**config.mk**
```make
export PLATFORM = sky130hd
export DESIGN_NAME = uart_baud_top
export DESIGN_NICKNAME = d
export VERILOG_FILES = /design/src/source/uart_baud_pkg.sv /design/src/source/baud_select.sv /design/src/source/key_filter.sv /design/src/source/uart_baud_top.sv /design/src/source/uart_tx.sv
export VERILOG_INCLUDE_DIRS = /design/src /design/src/include
export SDC_FILE = /design/constraint.sdc
export NUM_CORES = 1
export LEC_CHECK = 0
export BUFFER_PORTS_ARGS = -buffer_cell sky130_fd_sc_hd__buf_2
export CAP_MARGIN = 20
export CORE_ASPECT_RATIO = 1.25
export CORE_MARGIN = 8
export CORE_UTILIZATION = 45
export CTS_CLUSTER_DIAMETER = 50
export DETAILED_ROUTE_END_ITERATION = 7
export GPL_TIMING_DRIVEN = 0
export HOLD_SLACK_MARGIN = 0.08
export MAX_ROUTING_LAYER = met4
export PLACE_DENSITY = 0.72
export SETUP_SLACK_MARGIN = 0.5
export SLEW_MARGIN = 20
export SYNTH_ARGS = -nofsm -noshare
export SYNTH_HDL_FRONTEND = slang
export SYNTH_SLANG_ARGS = --single-unit
```
**constraint.sdc**
```tcl
create_clock -name sys_clk -period 3.1 [get_ports sys_clk]
set_input_delay 0.31 -clock sys_clk [delete_from_list [all_inputs] [get_ports sys_clk]]
set_output_delay 0.31 -clock sys_clk [all_outputs]
set_load 0.02 [all_outputs]
```
**src/include/uart_baud_config.svh**
```systemverilog
`ifndef UART_BAUD_CONFIG_SVH
`define UART_BAUD_CONFIG_SVH

//////////////////////////////////////////////////
// Clock and key timing
//////////////////////////////////////////////////

`define UART_CLK_FREQ_HZ      25000000
`define UART_DEBOUNCE_CYCLES  500000     // 20 ms at 25 MHz.

//////////////////////////////////////////////////
// Bit periods in sys_clk cycles
//////////////////////////////////////////////////

// Rounded down from UART_CLK_FREQ_HZ / rate.
`define UART_DIV_9600         2604
`define UART_DIV_19200        1302
`define UART_DIV_38400        651
`define UART_DIV_57600        434
`define UART_DIV_115200       217       // Rate error stays under 0.2 %.

`endif

```
**src/source/uart_baud_pkg.sv**
```systemverilog
`default_nettype none

package uart_baud_pkg;

    //////////////////////////////////////////////////
    // Rate index
    //////////////////////////////////////////////////

    typedef enum logic [2:0] {
        BAUD_9600   = 3'd0,
        BAUD_19200  = 3'd1,
        BAUD_38400  = 3'd2,
        BAUD_57600  = 3'd3,
        BAUD_115200 = 3'd4     // Last step, wraps to BAUD_9600.
    } baud_rate_t;

    //////////////////////////////////////////////////
    // State machines
    //////////////////////////////////////////////////

    typedef enum logic [1:0] {
        KEY_RELEASED = 2'd0,   // Key up and stable.
        KEY_SETTLING = 2'd1,   // Key down, not yet trusted.
        KEY_PRESSED  = 2'd2    // Press taken, waiting for a stable release.
    } key_state_t;

    typedef enum logic [1:0] {
        TX_IDLE  = 2'd0,
        TX_START = 2'd1,
        TX_DATA  = 2'd2,
        TX_STOP  = 2'd3
    } tx_state_t;

endpackage

`default_nettype wire

```
**src/source/baud_select.sv**
```systemverilog
`timescale 1ns/1ns
`default_nettype none

`include "uart_baud_config.svh"

module baud_select (
    input  logic        sys_clk,
    input  logic        sys_rst_n,
    input  logic        key_pulse,
    output logic [11:0] bit_divisor,
    output logic [23:0] baud_bcd
);

    uart_baud_pkg::baud_rate_t rate_idx;
    uart_baud_pkg::baud_rate_t next_rate;
    logic [11:0]               next_divisor;
    logic [23:0]               next_bcd;

    //////////////////////////////////////////////////
    // Rate stepping
    //////////////////////////////////////////////////

    always_comb begin
        next_rate = rate_idx;
        if (key_pulse) begin
            if (rate_idx == uart_baud_pkg::BAUD_115200) begin
                next_rate = uart_baud_pkg::BAUD_9600;
            end else begin
                next_rate = uart_baud_pkg::baud_rate_t'(rate_idx + 3'd1);
            end
        end
    end

    //////////////////////////////////////////////////
    // Divisor and display lookup
    //////////////////////////////////////////////////

    // BCD digits are right aligned on six places.
    always_comb begin
        case (next_rate)
            uart_baud_pkg::BAUD_19200: begin
                next_divisor = 12'(`UART_DIV_19200);
                next_bcd     = 24'h019200;
            end
            uart_baud_pkg::BAUD_38400: begin
                next_divisor = 12'(`UART_DIV_38400);
                next_bcd     = 24'h038400;
            end
            uart_baud_pkg::BAUD_57600: begin
                next_divisor = 12'(`UART_DIV_57600);
                next_bcd     = 24'h057600;
            end
            uart_baud_pkg::BAUD_115200: begin
                next_divisor = 12'(`UART_DIV_115200);
                next_bcd     = 24'h115200;
            end
            default: begin                      // BAUD_9600.
                next_divisor = 12'(`UART_DIV_9600);
                next_bcd     = 24'h009600;
            end
        endcase
    end

    always_ff @(posedge sys_clk or negedge sys_rst_n) begin
        if (!sys_rst_n) begin
            rate_idx    <= uart_baud_pkg::BAUD_9600;
            bit_divisor <= 12'(`UART_DIV_9600);
            baud_bcd    <= 24'h009600;
        end else begin
            rate_idx    <= next_rate;
            bit_divisor <= next_divisor;        // Lands with the index.
            baud_bcd    <= next_bcd;
        end
    end

endmodule

`default_nettype wire

```
**src/source/key_filter.sv**
```systemverilog
`timescale 1ns/1ns
`default_nettype none

`include "uart_baud_config.svh"

module key_filter #(
    parameter int DEBOUNCE_CYCLES = `UART_DEBOUNCE_CYCLES
) (
    input  logic sys_clk,
    input  logic sys_rst_n,
    input  logic key_in,
    output logic key_pulse
);

    localparam int CNT_W = $clog2(DEBOUNCE_CYCLES);
    localparam logic [CNT_W-1:0] CNT_LAST = CNT_W'(DEBOUNCE_CYCLES - 1);

    logic [1:0]                 key_sync;     // Bit 1 is the usable key level.
    logic [CNT_W-1:0]           stable_cnt;
    uart_baud_pkg::key_state_t  key_state;

    always_ff @(posedge sys_clk or negedge sys_rst_n) begin
        if (!sys_rst_n) begin
            key_sync <= 2'b11;                  // Key idles high.
        end else begin
            key_sync <= {key_sync[0], key_in};
        end
    end

    // Counts cycles of one key level, restarted on any change.
    always_ff @(posedge sys_clk or negedge sys_rst_n) begin
        if (!sys_rst_n) begin
            key_state  <= uart_baud_pkg::KEY_RELEASED;
            stable_cnt <= '0;
            key_pulse  <= 1'b0;
        end else begin
            key_pulse <= 1'b0;
            case (key_state)
                uart_baud_pkg::KEY_RELEASED: begin
                    if (!key_sync[1]) begin
                        key_state  <= uart_baud_pkg::KEY_SETTLING;
                        stable_cnt <= CNT_W'(1);  // First low cycle seen.
                    end
                end
                uart_baud_pkg::KEY_SETTLING: begin
                    if (key_sync[1]) begin
                        key_state  <= uart_baud_pkg::KEY_RELEASED;
                        stable_cnt <= '0;
                    end else if (stable_cnt == CNT_LAST) begin
                        key_state  <= uart_baud_pkg::KEY_PRESSED;
                        stable_cnt <= '0;
                        key_pulse  <= 1'b1;       // One pulse per press.
                    end else begin
                        stable_cnt <= stable_cnt + 1'b1;
                    end
                end
                uart_baud_pkg::KEY_PRESSED: begin
                    if (!key_sync[1]) begin
                        stable_cnt <= '0;         // Still bouncing or held.
                    end else if (stable_cnt == CNT_LAST) begin
                        key_state  <= uart_baud_pkg::KEY_RELEASED;
                        stable_cnt <= '0;
                    end else begin
                        stable_cnt <= stable_cnt + 1'b1;
                    end
                end
                default: begin
                    key_state  <= uart_baud_pkg::KEY_RELEASED;
                    stable_cnt <= '0;
                end
            endcase
        end
    end

endmodule

`default_nettype wire

```
**src/source/uart_baud_top.sv**
```systemverilog
`timescale 1ns/1ns
`default_nettype none

`include "uart_baud_config.svh"

module uart_baud_top #(
    parameter int DEBOUNCE_CYCLES = `UART_DEBOUNCE_CYCLES
) (
    input  logic        sys_clk,
    input  logic        sys_rst_n,
    input  logic        key_in,       // Active low push button.
    input  logic [7:0]  tx_data,
    input  logic        tx_valid,
    output logic        tx_ready,
    output logic        uart_txd,
    output logic [23:0] baud_bcd
);

    logic        key_pulse;
    logic [11:0] bit_divisor;

    //////////////////////////////////////////////////
    // Key press to rate step
    //////////////////////////////////////////////////

    key_filter #(
        .DEBOUNCE_CYCLES (DEBOUNCE_CYCLES)
    ) key_filter_inst (
        .sys_clk   (sys_clk),
        .sys_rst_n (sys_rst_n),
        .key_in    (key_in),
        .key_pulse (key_pulse)
    );

    baud_select baud_select_inst (
        .sys_clk     (sys_clk),
        .sys_rst_n   (sys_rst_n),
        .key_pulse   (key_pulse),
        .bit_divisor (bit_divisor),
        .baud_bcd    (baud_bcd)           // Straight to the display pins.
    );

    //////////////////////////////////////////////////
    // Serial line
    //////////////////////////////////////////////////

    uart_tx uart_tx_inst (
        .sys_clk     (sys_clk),
        .sys_rst_n   (sys_rst_n),
        .bit_divisor (bit_divisor),
        .tx_data     (tx_data),
        .tx_valid    (tx_valid),
        .tx_ready    (tx_ready),
        .uart_txd    (uart_txd)
    );

endmodule

`default_nettype wire

```
**src/source/uart_tx.sv**
```systemverilog
`timescale 1ns/1ns
`default_nettype none

module uart_tx (
    input  logic        sys_clk,
    input  logic        sys_rst_n,
    input  logic [11:0] bit_divisor,
    input  logic [7:0]  tx_data,
    input  logic        tx_valid,
    output logic        tx_ready,
    output logic        uart_txd
);

    uart_baud_pkg::tx_state_t tx_state;

    logic [7:0]  shift_reg;
    logic [11:0] div_latched;     // Bit period for the frame in flight.
    logic [11:0] period_cnt;
    logic [2:0]  bit_cnt;
    logic        accept;
    logic        period_done;

    assign accept      = tx_valid && tx_ready;
    assign period_done = (period_cnt == 12'd0);

    //////////////////////////////////////////////////
    // Frame sequencing
    //////////////////////////////////////////////////

    always_ff @(posedge sys_clk or negedge sys_rst_n) begin
        if (!sys_rst_n) begin
            tx_state   <= uart_baud_pkg::TX_IDLE;
            period_cnt <= '0;
            bit_cnt    <= '0;
            tx_ready   <= 1'b1;
            uart_txd   <= 1'b1;                     // Idle line.
        end else begin
            case (tx_state)
                uart_baud_pkg::TX_IDLE: begin
                    if (accept) begin
                        tx_state   <= uart_baud_pkg::TX_START;
                        period_cnt <= bit_divisor - 12'd1;
                        tx_ready   <= 1'b0;
                        uart_txd   <= 1'b0;         // Start bit.
                    end
                end
                uart_baud_pkg::TX_START: begin
                    if (period_done) begin
                        tx_state   <= uart_baud_pkg::TX_DATA;
                        period_cnt <= div_latched - 12'd1;
                        bit_cnt    <= '0;
                        uart_txd   <= shift_reg[0];
                    end else begin
                        period_cnt <= period_cnt - 12'd1;
                    end
                end
                uart_baud_pkg::TX_DATA: begin
                    if (period_done) begin
                        period_cnt <= div_latched - 12'd1;
                        if (bit_cnt == 3'd7) begin
                            tx_state <= uart_baud_pkg::TX_STOP;
                            uart_txd <= 1'b1;       // Stop bit.
                        end else begin
                            bit_cnt  <= bit_cnt + 3'd1;
                            uart_txd <= shift_reg[0];
                        end
                    end else begin
                        period_cnt <= period_cnt - 12'd1;
                    end
                end
                uart_baud_pkg::TX_STOP: begin
                    if (period_done) begin
                        tx_state <= uart_baud_pkg::TX_IDLE;
                        tx_ready <= 1'b1;
                    end else begin
                        period_cnt <= period_cnt - 12'd1;
                    end
                end
                default: begin
                    tx_state <= uart_baud_pkg::TX_IDLE;
                    tx_ready <= 1'b1;
                    uart_txd <= 1'b1;
                end
            endcase
        end
    end

    //////////////////////////////////////////////////
    // Payload
    //////////////////////////////////////////////////

    // Shifts right on every bit that leaves for the line, LSB first.
    always_ff @(posedge sys_clk) begin
        if (accept) begin
            shift_reg   <= tx_data;
            div_latched <= bit_divisor;             // Later rate changes wait.
        end else if (period_done && (tx_state == uart_baud_pkg::TX_START ||
                                     tx_state == uart_baud_pkg::TX_DATA)) begin
            shift_reg <= {1'b0, shift_reg[7:1]};
        end
    end

endmodule

`default_nettype wire

```
# After elaboration in Yosys (flattened, before gate mapping)

Cells that the tools add are included.

Register bits after elaboration: 99
Input bits: 12
Output and inout port bits: 26
Word-level logic and storage cells: 101

$add $sub $neg: 6
Equality and inequality tests: 23
Multiplexer cells: 41
Reductions and logical operators: 17

Operators by type and width:

| operator                                           | number |
|---|---|
| one-hot mux 21 bit (4 select lines)                | 1 |
| two-way mux 19 bit                                 | 4 |
| one-hot mux 19 bit (3 select lines)                | 1 |
| one-hot mux 12 bit (4 select lines)                | 1 |
| two-way mux 12 bit                                 | 3 |
| one-hot mux 12 bit (3 select lines)                | 1 |
| subtractor 12 x 1 -> 12 bit, second input constant | 3 |
| two-way mux 2 bit                                  | 10 |
| adder 19 x 1 -> 19 bit, second input constant      | 1 |
| == test 19 bit, second input constant              | 1 |
| two-way mux 8 bit                                  | 2 |
| two-way mux 3 bit                                  | 5 |
| != test 2 x 1 -> 1 bit, second input constant      | 7 |
| zero test 12 bit                                   | 1 |
| AND reduction 4 bit                                | 3 |
| == test 3 bit, second input constant               | 3 |
| two-way mux 1 bit                                  | 8 |
| one-hot mux 2 bit (4 select lines)                 | 1 |
| adder 3 x 1 -> 3 bit, second input constant        | 2 |
| == test 2 bit, second input constant               | 3 |
| == test 3 x 2 -> 1 bit, second input constant      | 2 |
| != test 2 bit, second input constant               | 3 |
| one-hot mux 2 bit (3 select lines)                 | 1 |
| one-hot mux 3 bit (2 select lines)                 | 1 |
| 14 further kinds                                   | 19 |

# Depth between registers and ports, before layout

Gate-level depths: netlist of run 1.

Depth in word-level cells: 5
Gate-level depth with buffers: 10

# Cells and area by module

Synthesis of run 1 repeated with hierarchy kept, for this count alone.

Cells, all modules: 480
Area, all modules: 4803.4 µm²

By module, submodules not included:

| module      | instances | cells an instance | area an instance (µm²) | seq. area each (µm²) |
|---|---|---|---|---|
| uart_tx     | 1         | 258               | 2533.7                 | 1078.5 |
| key_filter  | 1         | 144               | 1345.0                 | 603.1 |
| baud_select | 1         | 78                | 924.6                  | 560.5 |

# Worst setup path after synthesis of run 1

No wires, ideal clock.

Kind: register to register
Start point: register uart_tx_inst.period_cnt[0]
End point: register uart_tx_inst.period_cnt[6]
Arrival: 2.050 ns
Data required time: 2.974 ns
Setup slack: 0.924 ns
Stages on the path, launching flop included: 8
Clock period less this slack: 2.176 ns
Path through: dfrtp_1 > inv_1 > ha_1 > or4b_4 > nor4_4 > nor4_1 > a211o_1 > a221o_1

Cells in the longest elaborated chain, start to end: 3
Elaborated cells between the ends (all ways): 7

Ends and longest elaborated chain:

| what                                                                       | RTL line      | text |
|---|---|---|
| start: declaration                                                         | uart_tx.sv:18 | `logic [11:0] period_cnt;` |
| start signal: assignment                                                   | uart_tx.sv:42 | `period_cnt <= bit_divisor - 12'd1;` |
| start signal: assignment                                                   | uart_tx.sv:50 | `period_cnt <= div_latched - 12'd1;` |
| start signal: assignment                                                   | uart_tx.sv:54 | `period_cnt <= period_cnt - 12'd1;` |
| subtractor 12 x 1 -> 12 bit or zero test 12 bit (tied branches)            | --            |  |
| two-way mux 12 bit, or another cell as far along                           | uart_tx.sv:72 | `if (period_done) begin` |
| one-hot mux 12 bit (3 select lines) or AND reduction 2 bit (tied branches) | --            |  |

Parallel ways exist; a longest one is shown, timed or not. The select of a mux whose other input is x is not followed.
A chain may end at the register's enable or synchronous reset.

# Final worst setup path of run 1

Start point: register uart_tx_inst.period_cnt[0]
End point: register uart_tx_inst.shift_reg[6] (enable)

Cells in the longest elaborated chain, start to end: 3

Ends and longest elaborated chain:

| what                                | RTL line      | text |
|---|---|---|
| zero test 12 bit                    | uart_tx.sv:24 | `assign period_done = (period_cnt == 12'd0);` |
| logical AND 1 bit                   | uart_tx.sv:97 | `end else if (period_done && (tx_state == uart_baud_pkg::TX_START \|\|` |
| nonzero test 2 bit (no source line) | --            |  |
| end signal: assignment              | uart_tx.sv:95 | `shift_reg <= tx_data;` |
| end signal: assignment              | uart_tx.sv:99 | `shift_reg <= {1'b0, shift_reg[7:1]};` |
| end: declaration                    | uart_tx.sv:16 | `logic [7:0] shift_reg;` |

Every way passes these cells.

==> out/metrics.cfg, run 1 <==
[status]
status=complete, no violations

[floorplanning]
die_area_mm2=0.0142
num_rows=42
dieHeight_um=131
initial_core_util=0.456
core-area_mm2=0.0105
die_w_um=108
io_pins=38

[synth]
synth_area_leaders=dfrtp_1 28%, edfxtp_1 13%, dfstp_2 6.6%
ys_warn_count=0
synth_common_cells=53 x dfrtp_1, 41 x nand2_1, 30 x nor2_1
yosys.area.top_type_share=0.278
seq_area_frac_synth=0.470
yosys_most_used_dff=dfrtp_1
async_flop_share=0.765
synth.distinct_cells=73
synth_area_per_cell_um2=10.1
yosysTopAreaCell=dfrtp_1
yosysMostFrequentCell=dfrtp_1
ys_seq_elements=85
synth_area_mm2=0.00477
synth_cells=474
synth-edff-count=20

[placement]
place_hpwl_um=7820
gp_congestion=0.867
numPortBuffers=23

[critical_path]
critPathKind=flip-flop to flip-flop
required_ns=3.11
r2r-start=uart_tx_inst.period_cnt[0]
start_kind=flip-flop
end_kind=flip-flop
cp_max_fo=8
arrival_ns=2.47
crit_start=uart_tx_inst.period_cnt[0]

[timing]
rsz0062_at_grt=no
fmax_mhz=407
period_needed_ns=2.46
setup_viol=0
relSlewSlack=0.310
finalCritPeriodShare=0.793
drv_slew=0
skew_ns=0.00567
hold_violations=0
worst_pin_slew_ns=1.03
finalSetupTns_ns=0
holdWs_ns=0.271

[route]
drt_iter0_drc=153
drcViolationCount=0
avgViaCountPerCell=5.59
ant_nets=0
post_drt_wl_per_cell_um=15.8
dr.pass1.iters=5
route.final.wire_length_um=10500
vias=3693

[worst_hold_path]
hp-class=input pin to flip-flop
hold_start=tx_data[1]

[clock_network]
clock-sinks=85
postCtsSetupRepairBufs=0
cts.clk_slew.worst_paths_ns=0.06
ctsResizeCount=0
clk_path_buf_depth=2
cts_root_buf=clkbuf_16
cts_tree=yes
clkLatencyLatePin_ns=0.34
cts_hold_buf=2
htreeDepth=3
cts_buffers=9

[cells_and_area]
syn_to_final_growth_pct=13.9
fin_nets=550
fillers=938
antenna_cells=0
drive_above_1_share=0.189
largest_reg_flops=19
post-route-util=0.520
regMostFlops=key_filter_inst.stable_cnt

[power]
leakage_nw=2.40
powerDensity_mw_per_mm2=428
peakVddDrop_mv=0.299
finalPower_mw=2.33

[grt]
antenna_found_initial=0
grt_first_pass_wirelength_um=17500
grt_pass1_vias=3873
track_usage=0.155
overflow=0
grt_max_degree=57

[run]
maxCapViolCount=0

[stage by stage]
| step | setup slack [ns] | instances | instance area (µm²) |
|---|---|---|---|
| CTS | 0.695 | 661 | 5430 |
| floorplan | 0.924 | 487 | 4820 |
| global route | 0.514 | 661 | 5430 |
| detailed placement | 0.723 | 643 | 5130 |
| global placement | 0.762 | 642 | 5100 |
| finish | 0.641 | 661 | 5430 |
[final timing paths]
path	slack (ns)	end	depth (start not counted)
worst max-delay path	0.64	uart_tx_inst.shift_reg[6]	5
worst min-delay path	0.27	uart_tx_inst.shift_reg[1]	2
worst max register to register	0.64	uart_tx_inst.shift_reg[6]	5
worst min register to register	0.36	key_filter_inst.key_sync[1]	0
max in group asynchronous	2.19	baud_select_inst.bit_divisor[11]	3
min in group asynchronous	0.36	uart_tx_inst.bit_cnt[2]	2
[worst max-delay path, cell delays in order, from the launching register on]
cell     delay (ns)
dfrtp_1        0.41
inv_1          0.11
ha_1           0.18
nor4b_1        0.53
nand4_1        0.46
nand2_1        0.43
[where the power goes]
part           internal, mW  switching (mW)
registers              1.17          0.0108
logic                0.0503          0.0779
clock network         0.571           0.451
total                  1.79           0.540
[kinds of logic after synthesis]
| logic type | count (synthesis) | share of synthesized area |
|---|---|---|
| simple gates | 156 | 0.178 |
| mux | 13 | 0.0302 |
| buf+inv | 63 | 0.0742 |
| other cells | 1 | 0.000786 |
| fa+ha+maj | 14 | 0.0367 |
| xor+xnor | 19 | 0.0349 |
| compound gates | 123 | 0.176 |
| flops | 85 | 0.470 |
[layout by cell type (no fill, tap or decap), types with 4 or more instances in the layout]
cell / netlist / routed
xnor2_1: 14 / 14
nand2b_1: 4 / 4
and3_1: 4 / 4
ha_1: 14 / 14
a31oi_1: 12 / 12
a21oi_1: 25 / 25
a22o_1: 12 / 12
clkbuf_16: 0 / 9
edfxtp_1: 20 / 20
conb_1: 1 / 14
nor3_1: 13 / 13
o31ai_1: 5 / 5
mux2_2: 11 / 11
nor2b_1: 4 / 4
a21o_1: 4 / 4
o21ai_0: 22 / 22
or3_1: 7 / 7
nor2_1: 30 / 30
a211oi_1: 4 / 4
buf_4: 18 / 19
dfstp_2: 12 / 12
clkbuf_1: 8 / 8
buf_2: 2 / 24
inv_1: 29 / 29
nand2_1: 41 / 41
xor2_1: 5 / 5
dfrtp_1: 53 / 53
nor4_1: 11 / 11
buf_6: 4 / 4
nand3_1: 15 / 15
[final cells by class]
cell class / count / area (µm²) / area share
Sequential cell: 85 / 2240 / 0.413
Multi-Input combinational cell: 339 / 2220 / 0.409
Buffer: 34 / 245 / 0.0451
Clock buffer: 10 / 239 / 0.0440
Timing Repair Buffer: 26 / 165 / 0.0304
Tap cell: 132 / 165 / 0.0304
Inverter: 29 / 109 / 0.0200
Clock inverter: 6 / 43.8 / 0.00806
[metal layers]
layer	track usage	wire, µm	vias up
li1	-	-	1812
met1	0.152	4130	1799
met2	0.280	5810	59
met3	0.0294	245	23
met4	0.0789	290	0
met5	-	0	-
No activity file was read; power rests on OpenSTA's default activity.
==> run 2: changes to the inputs <==
--- a/config.mk
+++ b/config.mk
@@ -6,6 +6,7 @@
 export SDC_FILE = /design/constraint.sdc
 export NUM_CORES = 1
 export LEC_CHECK = 0
+export ABC_AREA = 1
 export BUFFER_PORTS_ARGS = -buffer_cell sky130_fd_sc_hd__buf_2
 export CAP_MARGIN = 20
 export CORE_ASPECT_RATIO = 1.25
==> constraint.sdc (replaced) <==
create_clock -name sys_clk -period 2.6 [get_ports sys_clk]
set_input_delay 0.26 -clock sys_clk [delete_from_list [all_inputs] [get_ports sys_clk]]
set_output_delay 0.26 -clock sys_clk [all_outputs]
set_load 0.02 [all_outputs]
==> out/metrics.cfg, run 2 <==
[synth]
async_flop_share=0.765  ; unchanged
synth.distinct_cells=42  ; -42%
synth_cells=580  ; +22%
yosysTopAreaCell=dfrtp_1
yosysMostFrequentCell=nand2_1
yosys.area.top_type_share=0.277  ; -0.00131
ys_warn_count=0  ; unchanged
yosys_most_used_dff=dfrtp_1
synth_common_cells=148 x nand2_1, 69 x inv_1, 56 x nor2_1
synth_area_mm2=0.00479  ; +0.47%
ys_seq_elements=85  ; unchanged
synth_area_leaders=dfrtp_1 28%, edfxtp_1 13%, nand2_1 12%
seq_area_frac_synth=0.468  ; -0.00221
synth-edff-count=20  ; unchanged
synth_area_per_cell_um2=8.27  ; -18%

[cells_and_area]
syn_to_final_growth_pct=14.1
drive_above_1_share=0.170  ; -0.0190
final_cell_mix=148 x nand2_1, 69 x inv_1, 56 x nor2_1
stdcell_count=767  ; +16%
design_area_mm2=0.00547  ; +0.67%
regMostFlops=key_filter_inst.stable_cnt
antenna_cells=0  ; unchanged
seqCellArea_mm2=0.00224  ; unchanged
fillers=1005  ; +7.1%
fin_nets=656  ; +19%
multi_input_area_mm2=0.00216  ; -2.7%
largest_reg_flops=19  ; unchanged
final_common_cell=nand2_1

[floorplanning]
initial_core_util=0.456  ; about the same
num_rows=42  ; unchanged
dieHeight_um=131  ; +0.21%
die_area_mm2=0.0142  ; +0.41%
die_w_um=108  ; +0.20%
io_pins=38  ; unchanged
core-area_mm2=0.0105  ; +0.50%

[timing]
period_needed_ns=1.98  ; -0.479 ns
drv_slew=0  ; unchanged
setup_viol=0  ; unchanged
skew_ns=0.00779  ; +0.00212 ns
rsz0062_at_grt=no
finalSetupTns_ns=0  ; unchanged
hold_violations=0  ; unchanged
finalCritPeriodShare=0.762  ; -0.0318
fmax_mhz=505  ; +24%

[route]
drt_iter0_drc=148  ; -3.3%
post_drt_wl_per_cell_um=13.1  ; -18%
avgViaCountPerCell=4.96  ; -11%
dr.pass1.iters=4  ; -1
ant_nets=0  ; unchanged
route.final.wire_length_um=10000  ; -4.3%
drcViolationCount=0  ; unchanged
vias=3806  ; +3.1%

[critical_path]
critPathKind=flip-flop to flip-flop
cp_max_fo=8  ; unchanged
r2r_cells=6  ; +1
r2r-start=uart_tx_inst.period_cnt[0]
end_kind=flip-flop
endpoint=uart_tx_inst.shift_reg[6]
required_ns=2.60  ; -0.51 ns
start_kind=flip-flop
crit_start=uart_tx_inst.period_cnt[0]
rrSetupSlack_ns=0.62  ; -0.02 ns
arrival_ns=1.98  ; -0.49 ns
r2r-end=uart_tx_inst.shift_reg[6]

[clock_network]
clkLatencyLatePin_ns=0.34  ; about the same
cts_root_buf=clkbuf_16
clock-sinks=85  ; unchanged
postCtsSetupRepairBufs=0  ; unchanged
htreeDepth=3  ; unchanged
clk_path_buf_depth=2  ; unchanged
cts_tree=yes
cts_buffers=9  ; unchanged
cts.clk_slew.worst_paths_ns=0.06  ; about the same

[status]
status=complete, no violations

[grt]
overflow=0  ; unchanged
grt_use_met1=0.160  ; +0.00822
grt_max_degree=48  ; -16%
track_usage=0.154  ; -0.00113
top_usage_layer=met2
grtUsageMet2=0.269  ; -0.0109
grt_first_pass_wirelength_um=17300  ; -1.4%
grt_pass1_vias=3876  ; +0.077%
antenna_found_initial=0  ; unchanged
met3_usage=0.0386  ; +0.00930

[run]
maxCapViolCount=0  ; unchanged

[power]
peakVddDrop_mv=0.361  ; +21%
finalPower_mw=2.73  ; +17%
powerDensity_mw_per_mm2=499  ; +17%
leakage_nw=2.59  ; +7.7%

[placement]
postPlaceCellArea_mm2=0.00515  ; +0.44%
place_hpwl_um=7580  ; -3.0%
numPortBuffers=23  ; unchanged
dpl.cell_count=749  ; +16%
gp_congestion=0.896  ; +3.3%

[worst_hold_path]
whs_path_depth=3  ; +1
hp-class=input pin to flip-flop

==> run 2: changes by cell type after synthesis, moves of 9 or more <==
cell     before  now
a22o_1       12    0
a31oi_1      12    2
inv_1        29   69
mux2_2       11    0
nand2_1      41  148
nand2_2       0    9
nand3_1      15   33
nor2_1       30   56
nor2_2        0   11
nor4_1       11    1
xor2_1        5   16
==> run 2: layout make-up <==
type | instances | area share
Sequential cell | 85 | 0.410
Multi-Input combinational cell | 413 | 0.396
Inverter | 73 | 0.0503
Clock buffer | 11 | 0.0483
Timing Repair Buffer | 26 | 0.0302
Tap cell | 132 | 0.0302
Buffer | 22 | 0.0297
Clock inverter | 5 | 0.00572
==> run 2: report_power, final <==
part	internal, mW	total [mW]	switching [mW]
sequential	1.37	1.37	0.00528
clock	0.729	1.26	0.531
combinational	0.0358	0.0982	0.0624
total	2.13	2.73	0.599
==> run 2: stage by stage <==
| step | setup slack (ns) | hold slack, ns | util |
|---|---|---|---|
| CTS | 0.581 | 0.166 | 0.520 |
| detailed placement | 0.576 | 0.161 | 0.490 |
| finish | 0.620 | 0.184 | 0.520 |
| floorplan | 0.918 | -0.0356 | - |
| global placement | 0.629 | 0.347 | 0.488 |
| global route | 0.504 | 0.170 | 0.520 |
==> run 2: logic make-up after synthesis <==
group,count (synthesis),share of synthesized area
other,1,0.000782
xor gates and xnor gates,24,0.0438
and+or+nand+nor,287,0.265
adders and majority gates,14,0.0365
DFF,85,0.468
buffers and inverters,95,0.0911
AOI/OAI and AO/OA,74,0.0950
==> run 2: worst min-delay path by stage <==
stage,startpoint,to,slack (ns)
6_report,tx_data[1],uart_tx_inst.shift_reg[1],0.18
5_1_grt,tx_data[4],uart_tx_inst.shift_reg[4],0.17
4_1_cts,tx_data[1],uart_tx_inst.shift_reg[1],0.17
3_5_place_dp,sys_rst_n,key_filter_inst.stable_cnt[8],0.16
3_3_place_gp,key_filter_inst.key_sync[0],key_filter_inst.key_sync[1],0.35
2_1_floorplan,sys_rst_n,baud_select_inst.baud_bcd[14],-0.04
==> run 2: repair_timing <==
action / CTS / global route
hold buffers: 2 / 0
endpoints found under the hold margin: 19 / 0
resized for setup: 0 / 1
endpoints found under the setup margin: 0 / 1
==> run 2: per-layer routing <==
metal / vias up / share of wire
met2: 68 / 0.55
met5: - / 0
met3: 17 / 0.030
li1: 1940 / -
met1: 1781 / 0.41
met4: 0 / 0.016
==> run 2: worst max-delay path: stages, from the launching register on <==
cell	delay [ns]
dfrtp_1	0.39
inv_1	0.13
ha_1	0.20
nand3_1	0.15
nor3_4	0.28
nand2_2	0.18
nand2_1	0.32
==> run 3: changes to the inputs <==
--- a/config.mk
+++ b/config.mk
@@ -17,7 +17,7 @@
 export GPL_TIMING_DRIVEN = 0
 export HOLD_SLACK_MARGIN = 0.08
 export MAX_ROUTING_LAYER = met4
-export PLACE_DENSITY = 0.72
+export PLACE_DENSITY = 0.74
 export SETUP_SLACK_MARGIN = 0.5
 export SLEW_MARGIN = 20
 export SYNTH_ARGS = -nofsm -noshare
==> constraint.sdc (replaced) <==
create_clock -name sys_clk -period 1.6 [get_ports sys_clk]
set_input_delay 0.16 -clock sys_clk [delete_from_list [all_inputs] [get_ports sys_clk]]
set_output_delay 0.16 -clock sys_clk [all_outputs]
set_load 0.02 [all_outputs]
==> out/metrics.cfg, run 3 (synthesized netlist as in run 2, its figures left out) <==
[status]
status=finished with violations
violations=setup timing

[cells_and_area]
largest_reg_flops=19  ; unchanged
final_cell_mix=105 x nand2_1, 52 x buf_4, 50 x dfrtp_1
regMostFlops=key_filter_inst.stable_cnt
fin_nets=717  ; +9.3%
design_area_mm2=0.00682  ; +25%
antenna_cells=0  ; unchanged
post-route-util=0.649  ; +0.129
syn_to_final_growth_pct=42.3
multi_input_area_mm2=0.00285  ; +32%
final_common_cell=nand2_1
fillers=775  ; -23%
seqCellArea_mm2=0.00225  ; +0.17%
drive_above_1_share=0.443  ; +0.272
stdcell_count=828  ; +8.0%

[floorplanning]
num_rows=42  ; unchanged
io_pins=38  ; unchanged
initial_core_util=0.456  ; unchanged
core-area_mm2=0.0105  ; unchanged
dieHeight_um=131  ; unchanged
die_w_um=108  ; unchanged
die_area_mm2=0.0142  ; unchanged

[clock_network]
cts.clk_slew.worst_paths_ns=0.07  ; about the same
cts_root_buf=clkbuf_16
clk_path_buf_depth=2  ; unchanged
htreeDepth=3  ; unchanged
clkLatencyLatePin_ns=0.35  ; about the same
cts_tree=yes
clock-sinks=85  ; unchanged
cts_buffers=9  ; unchanged

[worst_hold_path]
whs_path_depth=3  ; unchanged
hp-class=input pin to flip-flop
hold_start=tx_data[3]
holdPathEnd=uart_tx_inst.shift_reg[3]

[timing]
rsz0062_at_grt=yes
setup_slack_ns=-0.0941  ; -0.714 ns
worst_pin_slew_ns=0.574
finalCritPeriodShare=1.06  ; +0.297
setup_viol=20  ; +20
hold_violations=0  ; unchanged
fmax_mhz=590  ; +17%
relSlewSlack=0.617
skew_ns=0.00917  ; +0.00138 ns
period_needed_ns=1.69  ; -0.286 ns
drv_slew=0  ; unchanged

[critical_path]
critPathKind=flip-flop to flip-flop
cp_max_fo=4  ; -4
rrSetupSlack_ns=-0.09  ; -0.71 ns
arrival_ns=1.92  ; -0.06 ns
r2r-end=baud_select_inst.baud_bcd[16]
r2r_cells=8  ; +2
end_kind=flip-flop
required_ns=1.83  ; -0.77 ns
start_kind=flip-flop
r2r-start=baud_select_inst.rate_idx[0]

[grt]
track_usage=0.172  ; +0.0184
antenna_found_initial=0  ; unchanged
grt_max_degree=40  ; -17%
overflow=0  ; unchanged
grt_first_pass_wirelength_um=19600  ; +13%
grt_pass1_vias=4345  ; +12%

[placement]
place_ws_ns=-0.150  ; -0.726 ns
dpl.cell_count=749  ; unchanged
place_hpwl_um=7780  ; +2.7%
gp_congestion=0.894  ; -0.17%
numPortBuffers=23  ; unchanged
postPlaceCellArea_mm2=0.00531  ; +3.1%

[route]
dr.pass1.iters=5  ; +1
avgViaCountPerCell=5.30  ; +6.9%
drt_iter0_drc=318  ; +110%
ant_nets=0  ; unchanged
vias=4392  ; +15%
route.final.wire_length_um=13200  ; +31%
post_drt_wl_per_cell_um=15.9  ; +22%
drcViolationCount=0  ; unchanged

[power]
finalPower_mw=4.60  ; +68%
peakVddDrop_mv=0.770  ; +110%
leakage_nw=3.10  ; +20%
powerDensity_mw_per_mm2=674  ; +35%

[run]
maxCapViolCount=0  ; unchanged

[run 3: how the worst max path moves through the flow]
stage	startpoint	end	slack (ns)	depth (start not counted)
3_3_place_gp	uart_tx_inst.period_cnt[3]	uart_tx_inst.shift_reg[0]	-0.13	5
3_5_place_dp	uart_tx_inst.period_cnt[3]	uart_tx_inst.shift_reg[1]	-0.15	5
4_1_cts	key_filter_inst.stable_cnt[0]	key_filter_inst.stable_cnt[17]	0.005	10
6_report	baud_select_inst.rate_idx[0]	baud_select_inst.baud_bcd[16]	-0.09	8
5_1_grt	baud_select_inst.rate_idx[1]	baud_select_inst.bit_divisor[5]	-0.18	9
2_1_floorplan	baud_select_inst.rate_idx[0]	baud_select_inst.baud_bcd[16]	0.12	9
[run 3: worst max-delay path: stages, from the launching register on]
cell and delay, ns:
dfrtp_1 0.41, ha_2 0.20, or2_1 0.24, a31oi_2 0.22, inv_2 0.10, nand2_4 0.14
nand2_4 0.08, nor2_4 0.13, inv_2 0.06
[run 3: area by class of cell]
| cell class | count | share of cell area |
|---|---|---|
| multi-input combinational | 413 | 0.417 |
| sequential | 85 | 0.329 |
| timing repair buffer | 85 | 0.111 |
| inverter | 73 | 0.0433 |
| clock buffer | 9 | 0.0330 |
| buffer | 22 | 0.0264 |
| tap | 132 | 0.0242 |
| clock inverter | 7 | 0.0119 |
| timing repair inverter | 2 | 0.00403 |
[run 3: metal layers]
layer,wire [µm],share of wire,up-vias,global-route usage
li1,-,-,2076,-
met1,4860,0.37,2143,0.176
met2,7370,0.56,126,0.307
met3,450,0.034,47,0.0298
met4,485,0.037,0,0.0831
met5,0,0,-,-
[run 3: power by group]
part / leakage, nW / switching (mW) / total [mW] / internal, mW
clock: 0.153 / 0.938 / 2.18 / 1.24
sequential: 0.995 / 0.00820 / 2.23 / 2.22
combinational: 1.95 / 0.118 / 0.189 / 0.0708
total: 3.10 / 1.06 / 4.60 / 3.53
[run 3: per-stage QoR]
step / setup TNS [ns] / hold WS [ns]
after global placement: -1.61 / 0.267
after floorplan: 0 / -0.136
final: -0.998 / 0.0931
after global routing: -3.43 / 0.0925
after detailed placement: -2.27 / 0.109
after CTS: 0 / 0.0913
[run 3: timing repair]
action / CTS / global route
gates resized for setup: 106 / 102
setup endpoints to repair: 98 / 98
setup buffers: 34 / 21
endpoints found under the hold margin: 29 / 0
hold buffers: 4 / 0
cloned: 3 / 1
pin swaps: 33 / 34
